### src/i2c_pkg.sv
// Shared widths, vector types and state encodings for the I2C master
package i2c_pkg;

  localparam int timer_w = 10;  // SCL period counters, up to 1023 clocks
  localparam int byte_w  = 8;

  typedef logic [byte_w-1:0]  byte_t;        // One data byte
  typedef logic [byte_w-1:0]  addr_frame_t;  // 7-bit address, R/W in bit 0 (1 = read)
  typedef logic [timer_w-1:0] tick_t;        // Counter values and timing parameters
  typedef logic [3:0]         bit_idx_t;     // Bit position within a frame, 0 to 8

  // SCL period the sequencer asks the timer to run
  typedef enum logic [1:0] {
    phase_idle,
    phase_hold_start,
    phase_low,
    phase_high
  } scl_phase_t;

  // Transaction states, each bit state spans both SCL halves
  typedef enum logic [2:0] {
    st_idle,
    st_start,
    st_addr,
    st_addr_ack,
    st_data,
    st_data_ack,
    st_stop_low,
    st_stop_high
  } xfer_state_t;

endpackage

### src/bit_clock_if.sv
// Interface carrying the SCL phase request and the timer strobes
`timescale 1ns/1ps

interface bit_clock_if;

  i2c_pkg::scl_phase_t phase;  // Period requested by the sequencer
  logic scl_low;               // Pull SCL low
  logic change_strobe;         // SDA may change, tsu_dat before SCL rises
  logic sample_strobe;         // Sample SDA in the high half
  logic stop_strobe;           // STOP setup time met
  logic phase_done;            // Last cycle of the current period

  modport timer (
    input  phase,
    output scl_low, change_strobe, sample_strobe, stop_strobe, phase_done
  );

  modport sequencer (
    output phase,
    input  scl_low, change_strobe, sample_strobe, stop_strobe, phase_done
  );

endinterface

### src/frame_data_if.sv
// Interface between the transfer sequencer and the frame shift registers
`timescale 1ns/1ps

interface frame_data_if;

  logic load;        // Capture address and data, clear receive register
  logic addr_shift;  // Advance the address frame by one bit
  logic tx_shift;    // Advance the transmit data by one bit
  logic rx_shift;    // Shift rx_bit into the receive register
  logic rx_bit;      // Sampled SDA level
  logic addr_bit;    // Current address bit, MSB first
  logic tx_bit;      // Current transmit bit, MSB first
  logic read_mode;   // Captured R/W bit

  modport sequencer (
    output load, addr_shift, tx_shift, rx_shift, rx_bit,
    input  addr_bit, tx_bit, read_mode
  );

  modport shifter (
    input  load, addr_shift, tx_shift, rx_shift, rx_bit,
    output addr_bit, tx_bit, read_mode
  );

endinterface

### src/scl_timer.sv
// SCL period counter that decodes the bus timing strobes for each phase
`timescale 1ns/1ps

module scl_timer #(
  parameter i2c_pkg::tick_t thd_sta      = 12,  // START hold
  parameter i2c_pkg::tick_t tlow         = 16,  // SCL low period
  parameter i2c_pkg::tick_t thigh        = 14,  // SCL high period
  parameter i2c_pkg::tick_t tsu_dat      = 6,   // Data setup before SCL rises
  parameter i2c_pkg::tick_t tsu_sto      = 10,  // STOP setup after SCL rises
  parameter i2c_pkg::tick_t thigh_sample = 5    // SDA sample point in the high half
) (
  input  logic        clk,
  input  logic        rst,
  bit_clock_if.timer  bc
);

  i2c_pkg::tick_t      cnt;         // Registered tick count
  i2c_pkg::tick_t      count;       // Count seen this cycle, zero on a new phase
  i2c_pkg::tick_t      period;      // Length of the running phase
  i2c_pkg::scl_phase_t last_phase;  // Phase of the previous cycle
  logic                restart;

  assign restart = (bc.phase != last_phase);  // Sequencer moved on
  assign count   = restart ? '0 : cnt;

  always_ff @(posedge clk or negedge rst) begin
    if (!rst) begin
      cnt        <= '0;
      last_phase <= i2c_pkg::phase_idle;
    end else begin
      last_phase <= bc.phase;
      if (bc.phase == i2c_pkg::phase_idle)
        cnt <= '0;  // Hold while the bus is idle
      else
        cnt <= count + i2c_pkg::tick_t'(1);
    end
  end

  // Period end for each phase
  always_comb begin
    case (bc.phase)
      i2c_pkg::phase_hold_start: period = thd_sta;
      i2c_pkg::phase_low:        period = tlow;
      i2c_pkg::phase_high:       period = thigh;
      default:                   period = '0;
    endcase
  end

  // SCL low until the count reaches tlow, released in the last cycle
  assign bc.scl_low = (bc.phase == i2c_pkg::phase_low) && (count < tlow);

  assign bc.change_strobe = (bc.phase == i2c_pkg::phase_low) &&
                            (count == tlow - tsu_dat);
  assign bc.sample_strobe = (bc.phase == i2c_pkg::phase_high) &&
                            (count == thigh_sample);
  assign bc.stop_strobe   = (bc.phase == i2c_pkg::phase_high) &&
                            (count == tsu_sto);
  assign bc.phase_done    = (bc.phase != i2c_pkg::phase_idle) &&
                            (count == period);  // Phase lasts period + 1 cycles

endmodule

### src/transfer_fsm.sv
// Transaction sequencer: start edge detect, bit and byte counting, SDA drive
`timescale 1ns/1ps

module transfer_fsm #(
  parameter int bytes_send_log    = 2,
  parameter int bytes_receive_log = 2
) (
  input  logic                         clk,
  input  logic                         rst,
  input  logic                         start,
  input  logic [bytes_send_log-1:0]    num_bytes_send,
  input  logic [bytes_receive_log-1:0] num_bytes_receive,
  input  logic                         sda_in,
  output logic                         sda_drive_low,
  output logic                         active,
  bit_clock_if.sequencer               bc,
  frame_data_if.sequencer              fd
);

  localparam i2c_pkg::bit_idx_t last_bit = i2c_pkg::bit_idx_t'(i2c_pkg::byte_w);

  i2c_pkg::xfer_state_t state;
  i2c_pkg::bit_idx_t    bit_idx;     // Bits put on the bus in this frame
  logic                 high_half;   // Second SCL half of the current bit
  logic                 start_s1;
  logic                 start_s2;
  logic                 start_edge;  // One cycle after a rising start
  logic                 launch;
  logic                 bit_end;     // End of the high half of a bit
  logic                 ack_nack;    // Latched target acknowledge, 1 = NACK
  logic [bytes_send_log-1:0]    nsend_q;
  logic [bytes_receive_log-1:0] nrecv_q;
  logic [bytes_send_log-1:0]    send_cnt;
  logic [bytes_receive_log-1:0] recv_cnt;
  logic [bytes_send_log-1:0]    send_cnt_nx;
  logic [bytes_receive_log-1:0] recv_cnt_nx;
  logic                         last_tx;
  logic                         last_rx;

  // Two-stage capture of the start request
  always_ff @(posedge clk or negedge rst) begin
    if (!rst) begin
      start_s1 <= 1'b0;
      start_s2 <= 1'b0;
    end else begin
      start_s1 <= start;
      start_s2 <= start_s1;
    end
  end

  assign start_edge = start_s1 & ~start_s2;
  assign launch     = (state == i2c_pkg::st_idle) && start_edge && !active;
  assign bit_end    = bc.phase_done && high_half;

  assign send_cnt_nx = send_cnt + bytes_send_log'(1);
  assign recv_cnt_nx = recv_cnt + bytes_receive_log'(1);
  assign last_tx     = (send_cnt_nx == nsend_q);  // Byte in flight is the last one
  assign last_rx     = (recv_cnt_nx == nrecv_q);

  // Phase request from state and half
  always_comb begin
    case (state)
      i2c_pkg::st_idle:      bc.phase = i2c_pkg::phase_idle;
      i2c_pkg::st_start:     bc.phase = i2c_pkg::phase_hold_start;
      i2c_pkg::st_stop_low:  bc.phase = i2c_pkg::phase_low;
      i2c_pkg::st_stop_high: bc.phase = i2c_pkg::phase_high;
      default:               bc.phase = high_half ? i2c_pkg::phase_high : i2c_pkg::phase_low;
    endcase
  end

  // Shifter controls, MSB goes out at the change strobe
  assign fd.load       = launch;
  assign fd.addr_shift = (state == i2c_pkg::st_addr) && !high_half && bc.change_strobe;
  assign fd.tx_shift   = (state == i2c_pkg::st_data) && !high_half && bc.change_strobe &&
                         !fd.read_mode;
  assign fd.rx_shift   = (state == i2c_pkg::st_data) && high_half && bc.sample_strobe &&
                         fd.read_mode;
  assign fd.rx_bit     = sda_in;

  always_ff @(posedge clk or negedge rst) begin
    if (!rst) begin
      state         <= i2c_pkg::st_idle;
      high_half     <= 1'b0;
      bit_idx       <= '0;
      ack_nack      <= 1'b0;
      nsend_q       <= '0;
      nrecv_q       <= '0;
      send_cnt      <= '0;
      recv_cnt      <= '0;
      sda_drive_low <= 1'b0;
      active        <= 1'b0;
    end else begin
      if (bc.phase_done && state inside {i2c_pkg::st_addr, i2c_pkg::st_addr_ack,
                                         i2c_pkg::st_data, i2c_pkg::st_data_ack})
        high_half <= ~high_half;  // Leaves 0 when the bit ends
      case (state)
        i2c_pkg::st_idle: begin
          if (launch) begin
            state         <= i2c_pkg::st_start;
            active        <= 1'b1;
            sda_drive_low <= 1'b1;  // START, SCL still released
            high_half     <= 1'b0;
            bit_idx       <= '0;
            ack_nack      <= 1'b0;
            send_cnt      <= '0;
            recv_cnt      <= '0;
            nsend_q       <= num_bytes_send;
            nrecv_q       <= num_bytes_receive;
          end else begin
            active <= 1'b0;  // Drops one cycle after the STOP
          end
        end
        i2c_pkg::st_start: if (bc.phase_done) state <= i2c_pkg::st_addr;
        i2c_pkg::st_addr: begin
          if (!high_half && bc.change_strobe) begin
            sda_drive_low <= ~fd.addr_bit;
            bit_idx       <= bit_idx + 4'd1;
          end
          if (bit_end && bit_idx == last_bit) begin
            state   <= i2c_pkg::st_addr_ack;
            bit_idx <= '0;
          end
        end
        i2c_pkg::st_addr_ack: begin
          if (!high_half && bc.change_strobe) sda_drive_low <= 1'b0;  // Let target answer
          if (high_half && bc.sample_strobe) ack_nack <= sda_in;
          if (bit_end) state <= ack_nack ? i2c_pkg::st_stop_low : i2c_pkg::st_data;
        end
        i2c_pkg::st_data: begin
          if (!high_half && bc.change_strobe) begin
            sda_drive_low <= !fd.read_mode && !fd.tx_bit;  // Released for reads
            bit_idx       <= bit_idx + 4'd1;
          end
          if (bit_end && bit_idx == last_bit) begin
            state   <= i2c_pkg::st_data_ack;
            bit_idx <= '0;
          end
        end
        i2c_pkg::st_data_ack: begin
          if (!high_half && bc.change_strobe)
            sda_drive_low <= fd.read_mode && !last_rx;  // ACK, NACK on the last read
          if (high_half && bc.sample_strobe && !fd.read_mode) ack_nack <= sda_in;
          if (bit_end) begin
            if (fd.read_mode) begin
              recv_cnt <= recv_cnt_nx;
              state    <= last_rx ? i2c_pkg::st_stop_low : i2c_pkg::st_data;
            end else begin
              send_cnt <= send_cnt_nx;
              state    <= (ack_nack || last_tx) ? i2c_pkg::st_stop_low : i2c_pkg::st_data;
            end
          end
        end
        i2c_pkg::st_stop_low: begin
          if (bc.change_strobe) sda_drive_low <= 1'b1;  // SDA low ahead of STOP
          if (bc.phase_done) state <= i2c_pkg::st_stop_high;
        end
        i2c_pkg::st_stop_high: begin
          if (bc.stop_strobe) begin
            sda_drive_low <= 1'b0;  // SDA rises with SCL high
            state         <= i2c_pkg::st_idle;
          end
        end
        default: state <= i2c_pkg::st_idle;
      endcase
    end
  end

endmodule

### src/frame_shifter.sv
// Address and transmit shift registers, receive register and R/W capture
`timescale 1ns/1ps

module frame_shifter #(
  parameter int bytes_send_log    = 2,
  parameter int bytes_receive_log = 2,
  localparam int send_w = (2**bytes_send_log - 1) * i2c_pkg::byte_w,
  localparam int recv_w = (2**bytes_receive_log - 1) * i2c_pkg::byte_w
) (
  input  logic                      clk,
  input  logic                      rst,
  input  i2c_pkg::addr_frame_t      addr_target,
  input  logic [send_w-1:0]         data_send,
  input  logic [bytes_send_log-1:0] num_bytes_send,
  output logic [recv_w-1:0]         data_received,
  frame_data_if.shifter             fd
);

  i2c_pkg::addr_frame_t        addr_sr;  // Address frame, MSB on the bus
  logic [send_w-1:0]           tx_sr;    // Right-justified write data
  logic [bytes_send_log-1:0]   nsend_q;  // Byte count sampled at load
  logic [bytes_send_log+2:0]   tx_idx;   // Top bit of the lowest nsend_q bytes
  logic                        rw_q;

  // Control and received data, cleared when a transaction starts
  always_ff @(posedge clk or negedge rst) begin
    if (!rst) begin
      data_received <= '0;
      rw_q          <= 1'b0;
      nsend_q       <= '0;
    end else if (fd.load) begin
      data_received <= '0;
      rw_q          <= addr_target[0];
      nsend_q       <= num_bytes_send;
    end else if (fd.rx_shift) begin
      data_received <= {data_received[recv_w-2:0], fd.rx_bit};  // First byte ends up on top
    end
  end

  // Payload shift registers
  always_ff @(posedge clk) begin
    if (fd.load) begin
      addr_sr <= addr_target;
      tx_sr   <= data_send;
    end else begin
      if (fd.addr_shift) addr_sr <= addr_sr << 1;
      if (fd.tx_shift)   tx_sr   <= tx_sr << 1;
    end
  end

  assign tx_idx = {nsend_q - bytes_send_log'(1), 3'b111};  // 8 * nsend_q - 1

  assign fd.addr_bit  = addr_sr[i2c_pkg::byte_w-1];
  assign fd.tx_bit    = tx_sr[tx_idx];
  assign fd.read_mode = rw_q;

endmodule

### src/i2c_master.sv
// Top level of the I2C master joining timer, sequencer and shifter to the pins
`timescale 1ns/1ps

module i2c_master #(
  parameter i2c_pkg::tick_t thd_sta      = 12,
  parameter i2c_pkg::tick_t tlow         = 16,
  parameter i2c_pkg::tick_t thigh        = 14,
  parameter i2c_pkg::tick_t tsu_dat      = 6,
  parameter i2c_pkg::tick_t tsu_sto      = 10,
  parameter i2c_pkg::tick_t thigh_sample = 5,
  parameter int bytes_send_log    = 2,  // Up to 2**log - 1 bytes per write
  parameter int bytes_receive_log = 2,  // Up to 2**log - 1 bytes per read
  localparam int send_w = (2**bytes_send_log - 1) * i2c_pkg::byte_w,
  localparam int recv_w = (2**bytes_receive_log - 1) * i2c_pkg::byte_w
) (
  input  logic                         clk,
  input  logic                         rst,
  input  logic                         start,              // Rising edge starts a transaction
  input  i2c_pkg::addr_frame_t         addr_target,
  input  logic [send_w-1:0]            data_send,
  input  logic [bytes_send_log-1:0]    num_bytes_send,     // 1 or more
  input  logic [bytes_receive_log-1:0] num_bytes_receive,  // 1 or more
  input  logic                         sda_in,             // Resolved SDA level
  output logic                         scl_drive_low,
  output logic                         sda_drive_low,
  output logic                         active,
  output logic [recv_w-1:0]            data_received
);

  bit_clock_if  bclk ();
  frame_data_if fdata ();

  scl_timer #(
    .thd_sta(thd_sta), .tlow(tlow), .thigh(thigh),
    .tsu_dat(tsu_dat), .tsu_sto(tsu_sto), .thigh_sample(thigh_sample)
  ) u_timer (
    .clk(clk),
    .rst(rst),
    .bc (bclk.timer)
  );

  transfer_fsm #(
    .bytes_send_log(bytes_send_log), .bytes_receive_log(bytes_receive_log)
  ) u_fsm (
    .clk              (clk),
    .rst              (rst),
    .start            (start),
    .num_bytes_send   (num_bytes_send),
    .num_bytes_receive(num_bytes_receive),
    .sda_in           (sda_in),
    .sda_drive_low    (sda_drive_low),
    .active           (active),
    .bc               (bclk.sequencer),
    .fd               (fdata.sequencer)
  );

  frame_shifter #(
    .bytes_send_log(bytes_send_log), .bytes_receive_log(bytes_receive_log)
  ) u_shifter (
    .clk           (clk),
    .rst           (rst),
    .addr_target   (addr_target),
    .data_send     (data_send),
    .num_bytes_send(num_bytes_send),
    .data_received (data_received),
    .fd            (fdata.shifter)
  );

  assign scl_drive_low = bclk.scl_low;  // Open-drain SCL, low while the timer says so

endmodule

### config.mk
export PLATFORM = sky130hd
export DESIGN_NAME = i2c_master
export DESIGN_NICKNAME = d
export VERILOG_FILES = /design/src/i2c_pkg.sv /design/src/bit_clock_if.sv /design/src/frame_data_if.sv /design/src/scl_timer.sv /design/src/transfer_fsm.sv /design/src/frame_shifter.sv /design/src/i2c_master.sv
export SDC_FILE = /design/constraint.sdc
export NUM_CORES = 1
export LEC_CHECK = 0
export ABC_AREA = 1
export BUFFER_PORTS_ARGS = -buffer_cell sky130_fd_sc_hd__buf_4
export CORE_MARGIN = 2
export CORE_UTILIZATION = 60
export DETAILED_ROUTE_END_ITERATION = 16
export PLACE_DENSITY_LB_ADDON = 0.05
export SYNTH_ARGS = -nofsm -noshare
export SYNTH_HDL_FRONTEND = slang
export SYNTH_SLANG_ARGS = --single-unit
### constraint.sdc
create_clock -name clk -period 11.6 [get_ports clk]
set_clock_uncertainty 0.15 [all_clocks]
set_input_delay 0.58 -clock clk [delete_from_list [all_inputs] [get_ports clk]]
set_output_delay 0.58 -clock clk [all_outputs]
set_load 0.05 [all_outputs]
Yosys cells after proc, flatten, opt, wreduce, memory -nomap -nowiden
Cells that the tools add are included.
{ "word_totals": {"romBits": 0, "inputBits": 40, "n_memories": 0, "output_inout_bits": 27, "ramBits": 0, "ff_bits": 92, "word_cells": 166, "latch_bits": 0} }
{ "op_classes": {"div_mod_pow": 0, "n_mux": 53, "reduce_logical": 48, "multipliers": 0, "add_sub_neg": 5, "n_lt_le_gt_ge": 2, "shifts": 0, "n_bitwise": 4, "n_eq_ne": 35} }
{ "op_table": {"columns": ["op", "n"], "rows": [
  ["$mux W24", 4],
  ["$mux W3", 9],
  ["$pmux W3 S8", 1],
  ["$logic_and A1 B1 Y1", 23],
  ["$ne A2 B2 Y1 const B", 11],
  ["$mux W10", 2],
  ["$mux W1", 16],
  ["$mux W2", 8],
  ["$mux W8", 2],
  ["$reduce_and A8 Y1", 2],
  ["$pmux W5 S3", 1],
  ["$eq A3 B3 Y1 const B", 4],
  ["$mux W4", 3],
  ["$ne A2 B1 Y1 const B", 6],
  ["$reduce_and A4 Y1", 3],
  ["$reduce_bool A2 Y1", 6],
  ["$add A10 B1 Y10 const B", 1],
  ["$eq A10 B3 Y1 const B", 1],
  ["$eq A10 B4 Y1 const B", 1],
  ["$eq A10 B5 Y1", 1],
  ["$lt A10 B5 Y1 const B", 1],
  ["$pmux W2 S2", 2],
  ["$pmux W2 S4", 1],
  ["$pmux W4 S2", 1],
  ["27 further kinds", 37]
]} }

Logic depth before layout (Yosys ltp)
Gate-level depths: netlist of run 1.
{ "depth": {"word_depth": 10, "depth_mapped": 18, "ltp_nobuf": 18} }

By module
Synthesis of run 1 repeated with hierarchy kept, for this count alone.
{ "unflattened": {"cells_unflattened": 573, "area_unflattened_um2": 4779.6} }
{ "modules_own_cells": {"columns": ["module", "seq_area_each_um2", "area_each_um2", "cells_each", "n_inst"], "rows": [
  ["frame_shifter", 1636.6, 2507.4, 258, 1],
  ["transfer_fsm", 525.5, 1408.9, 199, 1],
  ["scl_timer", 300.3, 863.3, 116, 1]
]} }

Worst setup path after synthesis of run 1
Ideal clock, no wire load.
{ "synth_path": {"path_type": "reg-to-reg", "start": "register u_fsm.state[1]", "end": "register u_shifter.tx_sr[0] (enable)", "stages_incl_launch_ff": 12, "setup_ns": 0.442, "t_required_ns": 11.008, "slack_ns": 6.569, "path_buffers": 0, "arrival_ns": 4.439, "synth_period_minus_slack_ns": 5.031, "cell_sequence": "dfrtp_1 inv_1 ha_1 inv_1 nand3_2 a21oi_1 nor2_2 o21ai_0 nand2_1 nor2_1 nand3_1 o31ai_1"} }
{ "synth_between": {"elab_chain_cells": 9, "elab_cells_between_ends": 17, "classes_between": "eq/ne: 7; mux: 2; reduce/logical: 8"} }
{ "synth_lines": {"columns": ["element", "line_no", "source"], "rows": [
  ["start, declared", "transfer_fsm.sv:22", "i2c_pkg::xfer_state_t state;"],
  ["start signal, assigned", "transfer_fsm.sv:82", "state <= i2c_pkg::st_idle;"],
  ["start signal, assigned", "transfer_fsm.sv:99", "state <= i2c_pkg::st_start;"],
  ["start signal, assigned", "transfer_fsm.sv:113", "i2c_pkg::st_start: if (bc.phase_done) state <= i2c_pkg::st_addr;"],
  ["$eq A3 B3 Y1 (tied with other cells)", "transfer_fsm.sv:62", "case (state)"],
  ["$pmux W2 S4", "transfer_fsm.sv:62", null],
  ["$ne A2 B2 Y1", "scl_timer.sv:23", "assign restart = (bc.phase != last_phase);"],
  ["$mux W10", "scl_timer.sv:24", "assign count = restart ? '0 : cnt;"],
  ["$eq A10 B4 Y1", "scl_timer.sv:53", "(count == tlow - tsu_dat);"],
  ["$logic_and A1 B1 Y1", "scl_timer.sv:52", "assign bc.change_strobe = (bc.phase == i2c_pkg::phase_low) &&"],
  ["$logic_and A1 B1 Y1 (2 in series)", "transfer_fsm.sv:74", "assign fd.tx_shift = (state == i2c_pkg::st_data) && !high_half && bc.change_strobe &&"],
  ["$reduce_bool A2 Y1 (no source line) (*)", null, null],
  ["end signal, assigned", "frame_shifter.sv:44", "tx_sr <= data_send;"],
  ["end signal, assigned", "frame_shifter.sv:47", "if (fd.tx_shift) tx_sr <= tx_sr << 1;"],
  ["end, declared", "frame_shifter.sv:20", "logic [send_w-1:0] tx_sr;"]
]} }
Every way passes the cells marked *; elsewhere a longest branch is shown, timed or not.
A chain may end at the register's enable or synchronous reset.

Worst setup path after layout of run 1
{ "layout_path": {"start": "register u_fsm.state[2]", "end": "register u_shifter.data_received[15]"} }
{ "layout_between": {"elab_chain_cells": 9, "elab_cells_between_ends": 18, "classes_between": "eq/ne: 7; mux: 3; reduce/logical: 8"} }
{ "layout_lines": {"columns": ["element", "line_no", "source"], "rows": [
  ["$eq A3 B3 Y1 (tied with other cells)", "transfer_fsm.sv:62", null],
  ["$pmux W2 S4", "transfer_fsm.sv:62", null],
  ["$ne A2 B2 Y1", "scl_timer.sv:23", null],
  ["$mux W10", "scl_timer.sv:24", null],
  ["$eq A10 B3 Y1", "scl_timer.sv:55", "(count == thigh_sample);"],
  ["$logic_and A1 B1 Y1", "scl_timer.sv:54", "assign bc.sample_strobe = (bc.phase == i2c_pkg::phase_high) &&"],
  ["$logic_and A1 B1 Y1 (2 in series)", "transfer_fsm.sv:76", "assign fd.rx_shift = (state == i2c_pkg::st_data) && high_half && bc.sample_strobe &&"],
  ["$reduce_bool A2 Y1 (no source line)", null, null],
  ["end signal, assigned", "frame_shifter.sv:36", "data_received <= {data_received[recv_w-2:0], fd.rx_bit};"],
  ["end, declared", "frame_shifter.sv:15", "output logic [recv_w-1:0] data_received,"]
]} }
Parallel ways exist; a longest one is shown, timed or not.

==> impl_results.md, run 1 <==
- Layout filler cell count: a little under 600
- Vias in the first global route: 3881
- Clock Sinks: 92
- Synth Area in Compound Gates: about 4.3%
- Post-synth EDFFs: 32
- Post-route ant nets: 0
- Detailed Place HPWL: between 6000 and 7000 um
- Antenna cells: 0
- Via count: between 3000 and 4000
- Final Slew Violations: 0
- Synth unique cells: 36
- DRT iter0 DRCs: 295
- Power share of the clock group: 17.7%
- Root Driver: clkbuf_8
- Outcome: completed
- Worst EP arrival: 4.11 ns
- Pleak: 2.75 nW
- Cells after Synth: 557
- Adder-cell share of the synthesized area: 2.45%
- Largest family of logic cells by synthesized area: simple AND/OR/NAND/NOR gates
- Hold_buf cts: 0
- Largest fanout on the critical path: 25
- Core footprint: 7330 um^2
- Peak Freq: 249 MHz
- Chip Height: 91.5 um
- GRT overflow: 0
- Post-CTS Setup Inserts: 0
- Register area share after synthesis: 53.6%
- H-tree depth: 3
- Routed length per instance: approximately 14 um
- Fin crit share: 34.7%
- Vias per cell: 5.42
- Die area: between 8000 and 9000 um^2
- Worst VDD drop: between 0.09 and 0.1 mV
- Slew headroom: 21.9%
- Gr usage total: 25.8%
- RSZ-0062 raised after global routing: no
- Top_reg_cell synth: dfrtp_1
- CP Class: flop to flop
- Count leader, synth: nand2_1
- Worst-Skew Late Latency: 0.36 ns
- Starting Density: 62.7%
- Final net count: 668
- CTS tree: yes
- Worst-Margin Slew: between 1 and 1.5 ns
- #FFs+latches synth: 92
- Area leader, netlist: dfrtp_1
- Setup TNS: 0 ns
- Die Wd: 91.5 um
- Int Pwr: 628 uW
- # Max-Cap Violations: 0
- First-pass GRT wire length: between 15000 and 20000 um
- Synth top area share: ~33%
- Largest net degree at the start of global routing: between 60 and 70
- HP Class: input port to asynchronous set/reset pin
- First-pass DRT Iterations: 5
- Simple-gate area share of the yosys netlist: approximately 32%
- Synth top area cells: dfrtp_1 33%, edfxtp_1 21%, nand2_1 20%
- Port-buffer cells: 66
- Hold Vio Cnt, Final: 0
- Post-Syn Nets: 606
- Top cells by count, synth: 248 x nand2_1, 60 x dfrtp_1, 40 x nor2_1
- WL final: 9900 um
- Worst setup SP type: flop
- Max Root-Sink Buffers: 2
- Comb pwr share: a little over two fifths
- P_sw: 490 uW
- Synthesized area per cell: just over 8 um^2
- R2r startpoint: u_fsm.state[2]$_DFFE_PN0P_
- Routability congestion estimate: 0.964
- Non-Filler Instances: 723
- Share of layout cells above drive strength 1: 15.7%
- Crit path from: u_fsm.state[2]$_DFFE_PN0P_
- Layout area overhead: 15.9%
- Sw frac: 43.8%
- Row cnt: 31
- Post-CTS sizing: 0
- Final Power: approximately 1.1 mW
- I/O pin total: 67
- Reg power frac: about 39%
- Async S/R FF share, synth: 65.2%
- Syn. warnings: 0
- Drc violations: 0
- CTS Buf Count: 9
- Multiplexer share of the synthesized area: 0%
- Required time of the critical path: 11.69 ns
- XOR/XNOR share of the synthesized area: 2.07%
- Clock slew at reported path FFs: 0.09 ns
- Power Density: 210 nW/um^2
- Setup crit end kind: flop
- Initial antenna violation count: 0
- Placed cell count: 707
- Count of final setup violators: 0
- Post-synthesis instance area: 4600 um^2
- Tmin final: 4.02 ns
## through the flow
step / hold slack, ns / area [um^2] / worst slack (ns) / util, %
2_1_floorplan: 0.134 / 4600 / 6.57 / -
4_1_cts: 0.151 / 5330 / 7.60 / 72.7
5_1_grt: 0.162 / 5330 / 7.22 / 72.7
3_3_place_gp: 0.232 / 5150 / 7.81 / 70.3
6_report: 0.135 / 5330 / 7.58 / 72.7
3_5_place_dp: 0.252 / 5150 / 7.66 / 70.3
## worst paths after layout
check	end	slack (ns)	depth (start not counted)
setup / recovery	u_shifter.data_received[15]$_DFFE_PN0P_	7.58	14
hold / removal	u_timer.cnt[9]$_DFF_PN0_	0.14	1
setup reg to reg	u_shifter.data_received[15]$_DFFE_PN0P_	7.58	14
hold reg to reg	u_fsm.start_s2$_DFF_PN0_	0.28	0
max in group asynchronous	u_timer.last_phase[0]$_DFF_PN0_	10.68	1
min in group clk	u_fsm.start_s1$_DFF_PN0_	0.18	1
## critical path, stage by stage, from the launching register on
cell and delay (ns):
dfrtp_1 0.51, inv_1 0.18, ha_1 0.34, inv_1 0.11
nand3_2 0.13, nand3_2 0.12, nand2_2 0.07, nor2_2 0.37
nand2_1 0.16, nor2_1 0.17, nand4_1 0.23, nor3_4 0.75
nor2_2 0.37, nand2_1 0.17, nand2_1 0.07
## state kept, by name, summed over array words and instances (netlist names)
| name | cells |
|---|---|
| u_fsm.recv_cnt | 2 |
| u_timer.last_phase | 2 |
| u_fsm.nrecv_q | 2 |
| u_fsm.high_half | 1 |
| u_fsm.ack_nack | 1 |
| u_shifter.nsend_q | 2 |
| u_fsm.start_s1 | 1 |
| u_fsm.nsend_q | 2 |
| u_fsm.sda_drive_low | 1 |
| u_fsm.send_cnt | 2 |
| u_fsm.active | 1 |
| u_shifter.tx_sr | 24 |
| u_fsm.bit_idx | 4 |
| u_shifter.fd.read_mode | 1 |
| u_fsm.start_s2 | 1 |
| u_timer.cnt | 10 |
| u_shifter.data_received | 24 |
| u_shifter.addr_sr | 8 |
| u_fsm.state | 3 |
## area by class of cell
| type | instances | area (um^2) | share of cell area (%) |
|---|---|---|---|
| multi-input cells | 410 | 1910 | 35.9 |
| clock buffers | 11 | 141 | 2.65 |
| inverters | 39 | 146 | 2.75 |
| repair buffers | 67 | 503 | 9.44 |
| clock inverters | 5 | 36.3 | 0.681 |
| well taps | 99 | 124 | 2.33 |
| flip-flops and latches | 92 | 2460 | 46.2 |
## layer usage
| metal | track usage, % | vias to the layer above | wire length [um] |
|---|---|---|---|
| li1 | - | 1915 | - |
| met1 | 34.0 | 1835 | 4210 |
| met2 | 43.1 | 149 | 4900 |
| met3 | 4.07 | 22 | 573 |
| met4 | 9.97 | 0 | 222 |
| met5 | 0 | - | 0 |
## power groups by stage
stage	clock (mW)	combinational (mW)	sequential, mW
after global routing	0.214	0.542	0.446
final	0.198	0.481	0.440
after global placement	0	0.459	0.442
after CTS	0.201	0.474	0.439
after floorplan	0	0.364	0.445
after detailed placement	0	0.468	0.445
## cell families after synthesis
group / count (synthesis)
and+or+nand+nor: 359
DFF: 92
buffers and inverters: 55
AOI/OAI and AO/OA: 32
xor gates and xnor gates: 10
adders and majority gates: 9
## layout by cell type, fill, tap and decap left out, types with 4 or more instances in the layout
cell	count
nand2_1	248
buf_4	67
dfrtp_1	60
nor2_1	40
inv_1	39
nand3_1	35
edfxtp_1	32
o21ai_0	15
nor3_1	10
clkbuf_8	10
ha_1	9
nand4_1	8
xor2_1	5
nor2_2	4
nand2_2	4
a21oi_1	4
xnor2_1	4
No activity file was read; power rests on OpenSTA's default activity.
==> inputs of run 2 (changes only) <==
--- a/config.mk
+++ b/config.mk
@@ -5,10 +5,10 @@
 export SDC_FILE = /design/constraint.sdc
 export NUM_CORES = 1
 export LEC_CHECK = 0
-export ABC_AREA = 1
+export ABC_AREA = 0
 export BUFFER_PORTS_ARGS = -buffer_cell sky130_fd_sc_hd__buf_4
 export CORE_MARGIN = 2
-export CORE_UTILIZATION = 60
+export CORE_UTILIZATION = 57
 export DETAILED_ROUTE_END_ITERATION = 16
 export PLACE_DENSITY_LB_ADDON = 0.05
 export SYNTH_ARGS = -nofsm -noshare
==> constraint.sdc (replaced) <==
create_clock -name clk -period 3.9 [get_ports clk]
set_clock_uncertainty 0.15 [all_clocks]
set_input_delay 0.195 -clock clk [delete_from_list [all_inputs] [get_ports clk]]
set_output_delay 0.195 -clock clk [all_outputs]
set_load 0.05 [all_outputs]
==> run 2 against run 1 <==
Critical path type unchanged. Core utilization up 1.4 points. Synthesized cell count down 5.7%. Register-to-register slack worse by 7.4 ns. Flip-flop and latch count unchanged. Worst hold slack worse by 0.11 ns. Worst setup slack worse by 7.4 ns. Power rose to 2.8 times the previous value. Area after synthesis up 2.6%. Critical path depth up 1. Non-clock buffer count up 47. Sequential power rose to 2.9 times the previous value.
==> impl_results.md, run 2 <==
- Hold Vio Cnt, Final: 0
- First-pass GRT wire length: 18400 um
- WL final: 11000 um
- Die Wd: 95.0 um
- Fin crit share: 96.1%
- Worst setup SP type: flop
- Top_reg_cell synth: dfrtp_1
- Util after Layout: around 74%
- Async S/R FF share, synth: 65.2%
- CP delay by family, top: simple AND/OR/NAND/NOR gates
- Starting Density: approximately three fifths
- Clock slew at reported path FFs: 0.10 ns
- #FFs+latches synth: 92
- Die area: 9020 um^2
- Syn. warnings: 0
- Share of layout cells above drive strength 1: a little under a fifth
- Tmin final: 3.75 ns
- Layout area overhead: 27.7%
- RSZ-0062 raised after global routing: no
- GRT overflow: 0
- Port-buffer cells: 66
- Row cnt: 33
- Routability congestion estimate: 0.918
- Setup ws final: 0.152 ns
- Via count: 4046
- Worst VDD drop: 0.222 mV
- Cells along the critical path: clkinvlp_4 -> ha_4 -> and2_4 -> a21oi_4 -> xnor2_4 -> nor2_4 -> and2_4 -> ha_4 -> and3b_1 -> and4_1 -> and4_1 -> o32ai_1 -> a221o_1 -> or3_1 -> o211ai_1
- Most frequent cells in the layout: 178 x nand2_1, 76 x buf_4, 58 x dfrtp_1
- Register area share after synthesis: 52.2%
- Drc violations: 0
- Pre-CTS WS: about 0.17 ns
- Core footprint: 8130 um^2
- Vias per cell: 5.52
- Post-CTS Setup Inserts: 0
- Required time of the critical path: 4.02 ns
- Dpl cell area: 5410 um^2
- Setup TNS: 0 ns
- Antenna cells: 0
- Worst-Margin Slew: 1.05 ns
- Vias in the first global route: 3875
- Largest net degree at the start of global routing: approximately 60
- Outcome: completed
- Pleak: ~2.7 nW
- Layout filler cell count: 568
- Worst-Skew Late Latency: 0.36 ns
- # Max-Cap Violations: 0
- Count leader, synth: nand2_1
- Synth unique cells: 58
- Placed cell count: 679
- I/O pin total: 67
- H-tree depth: 3
- Slew headroom: 28.2%
- Initial antenna violation count: 0
- Post-route ant nets: 0
- Count of final setup violators: 0
- Root Driver: clkbuf_8
- Largest fanout on the critical path: 9
- Clock Sinks: 92
- CP Class: flop to flop
- Post-synthesis instance area: 4720 um^2
- Commonest non-fill, non-tap cell in the layout: nand2_1
- Final net count: 672
- Gr usage total: between 20% and 30%
- Post-Syn Nets: 574
- Routed length per instance: 15.0 um
- Non-Filler Instances: 733
- Setup crit end kind: flop
- First-pass DRT Iterations: 5
- Power Density: 522 nW/um^2
- Max incr delay on CP: 0.43 ns
- Worst EP arrival: 3.87 ns
- Regs by FF count: u_shifter.data_received: 24 flops, u_shifter.tx_sr: 24 flops, u_timer.cnt: 10 flops
- Cells after Synth: 525
- Final Slew Violations: 0
- Peak Freq: 267 MHz
- HP Class: input port to flop
- Synth top area cells: dfrtp_1 32%, edfxtp_1 20%, nand2_1 14%
- Chip Height: 95.0 um
- Max Root-Sink Buffers: 2
- Slowest cell on the critical path: dfrtp_2
- Top cells by count, synth: 179 x nand2_1, 60 x dfrtp_1, 32 x edfxtp_1, 32 x o21ai_0, 30 x nor2_1
- CTS tree: yes
- Final instance area: roughly 6000 um^2
- Synthesized area per cell: 8.99 um^2
- Detailed Place HPWL: 6820 um
- Area leader, netlist: dfrtp_1
- Post-synth EDFFs: 32
- CTS Buf Count: 9
- DRT iter0 DRCs: 204
- Buf+Inv Stages, Crit Path: 1
- Reg area: approximately 2500 um^2
- Multi-input combinational cell area: 2180 um^2
- Synth top area share: 31.8%
run 2: cell count changes after synthesis, sizes merged, moves of 5 or more:
| cell | previous run | this run |
|---|---|---|
| nor2 | 44 | 30 |
| nand2 | 252 | 179 |
| mux2i | 0 | 5 |
| a21oi | 4 | 18 |
| clkbuf | 10 | 21 |
| nand2b | 0 | 7 |
| inv | 39 | 14 |
| o21ai | 15 | 33 |
| nand3 | 38 | 15 |
| a31oi | 2 | 7 |
run 2: path summary, 6_finish.rpt:
| check | depth (start not counted) | startpoint | end | slack (ns) |
|---|---|---|---|---|
| max | 15 | u_fsm.state[1]$_DFFE_PN0P_ | u_fsm.state[2]$_DFFE_PN0P_ | 0.15 |
| min | 2 | addr_target[0] | u_shifter.addr_sr[0]$_SDFFCE_PN0P_ | 0.03 |
| max reg2reg | 15 | u_fsm.state[1]$_DFFE_PN0P_ | u_fsm.state[2]$_DFFE_PN0P_ | 0.15 |
| min reg2reg | 0 | u_fsm.start_s1$_DFF_PN0_ | u_fsm.start_s2$_DFF_PN0_ | 0.25 |
| max in group asynchronous | 2 | rst | u_fsm.state[1]$_DFFE_PN0P_ | 2.77 |
| min in group asynchronous | 2 | rst | u_fsm.start_s2$_DFF_PN0_ | 0.28 |
run 2: cell type report:
cell class | instances | share of cell area, %
Inverter | 15 | 1.20
Tap cell | 105 | 2.18
Timing Repair Buffer | 114 | 15.8
Clock inverter | 5 | 1.06
Sequential cell | 92 | 40.9
Multi-Input combinational cell | 391 | 36.1
Clock buffer | 11 | 2.70
run 2: where the power goes:
| group | total, mW | internal (mW) | switching, mW |
|---|---|---|---|
| clock network | 0.716 | 0.359 | 0.358 |
| logic | 1.17 | 0.436 | 0.735 |
| registers | 1.26 | 1.14 | 0.115 |
run 2: routing by layer:
| layer | GRT usage, % | up-vias | wire length [um] |
|---|---|---|---|
| met3 | 3.35 | 29 | 570 |
| li1 | - | 1985 | - |
| met1 | 36.9 | 1892 | 4830 |
| met4 | 9.90 | 0 | 240 |
| met5 | 0 | - | 0 |
| met2 | 41.5 | 140 | 5340 |
run 2: stage by stage:
step | total power, mW | hold WS (ns)
after floorplan | 2.11 | -0.251
after global placement | 2.37 | 0.156
after detailed placement | 2.39 | 0.162
after CTS | 3.14 | 0.0224
after global routing | 3.33 | 0.0300
final | 3.14 | 0.0293
run 2: repair_timing:
item                                    CTS  global route
endpoints found under the hold margin    99             0
hold buffers                             38             0
endpoints found under the setup margin    0            26
resized for setup                         0             2
run 2: kinds of logic after synthesis:
family	after synthesis	synth area share, %
buffers and inverters	42	3.58
muxes	6	1.38
xor gates and xnor gates	13	2.57
DFF	92	52.2
adders and majority gates	9	2.39
and+or+nand+nor	273	25.0
AOI/OAI and AO/OA	90	12.9
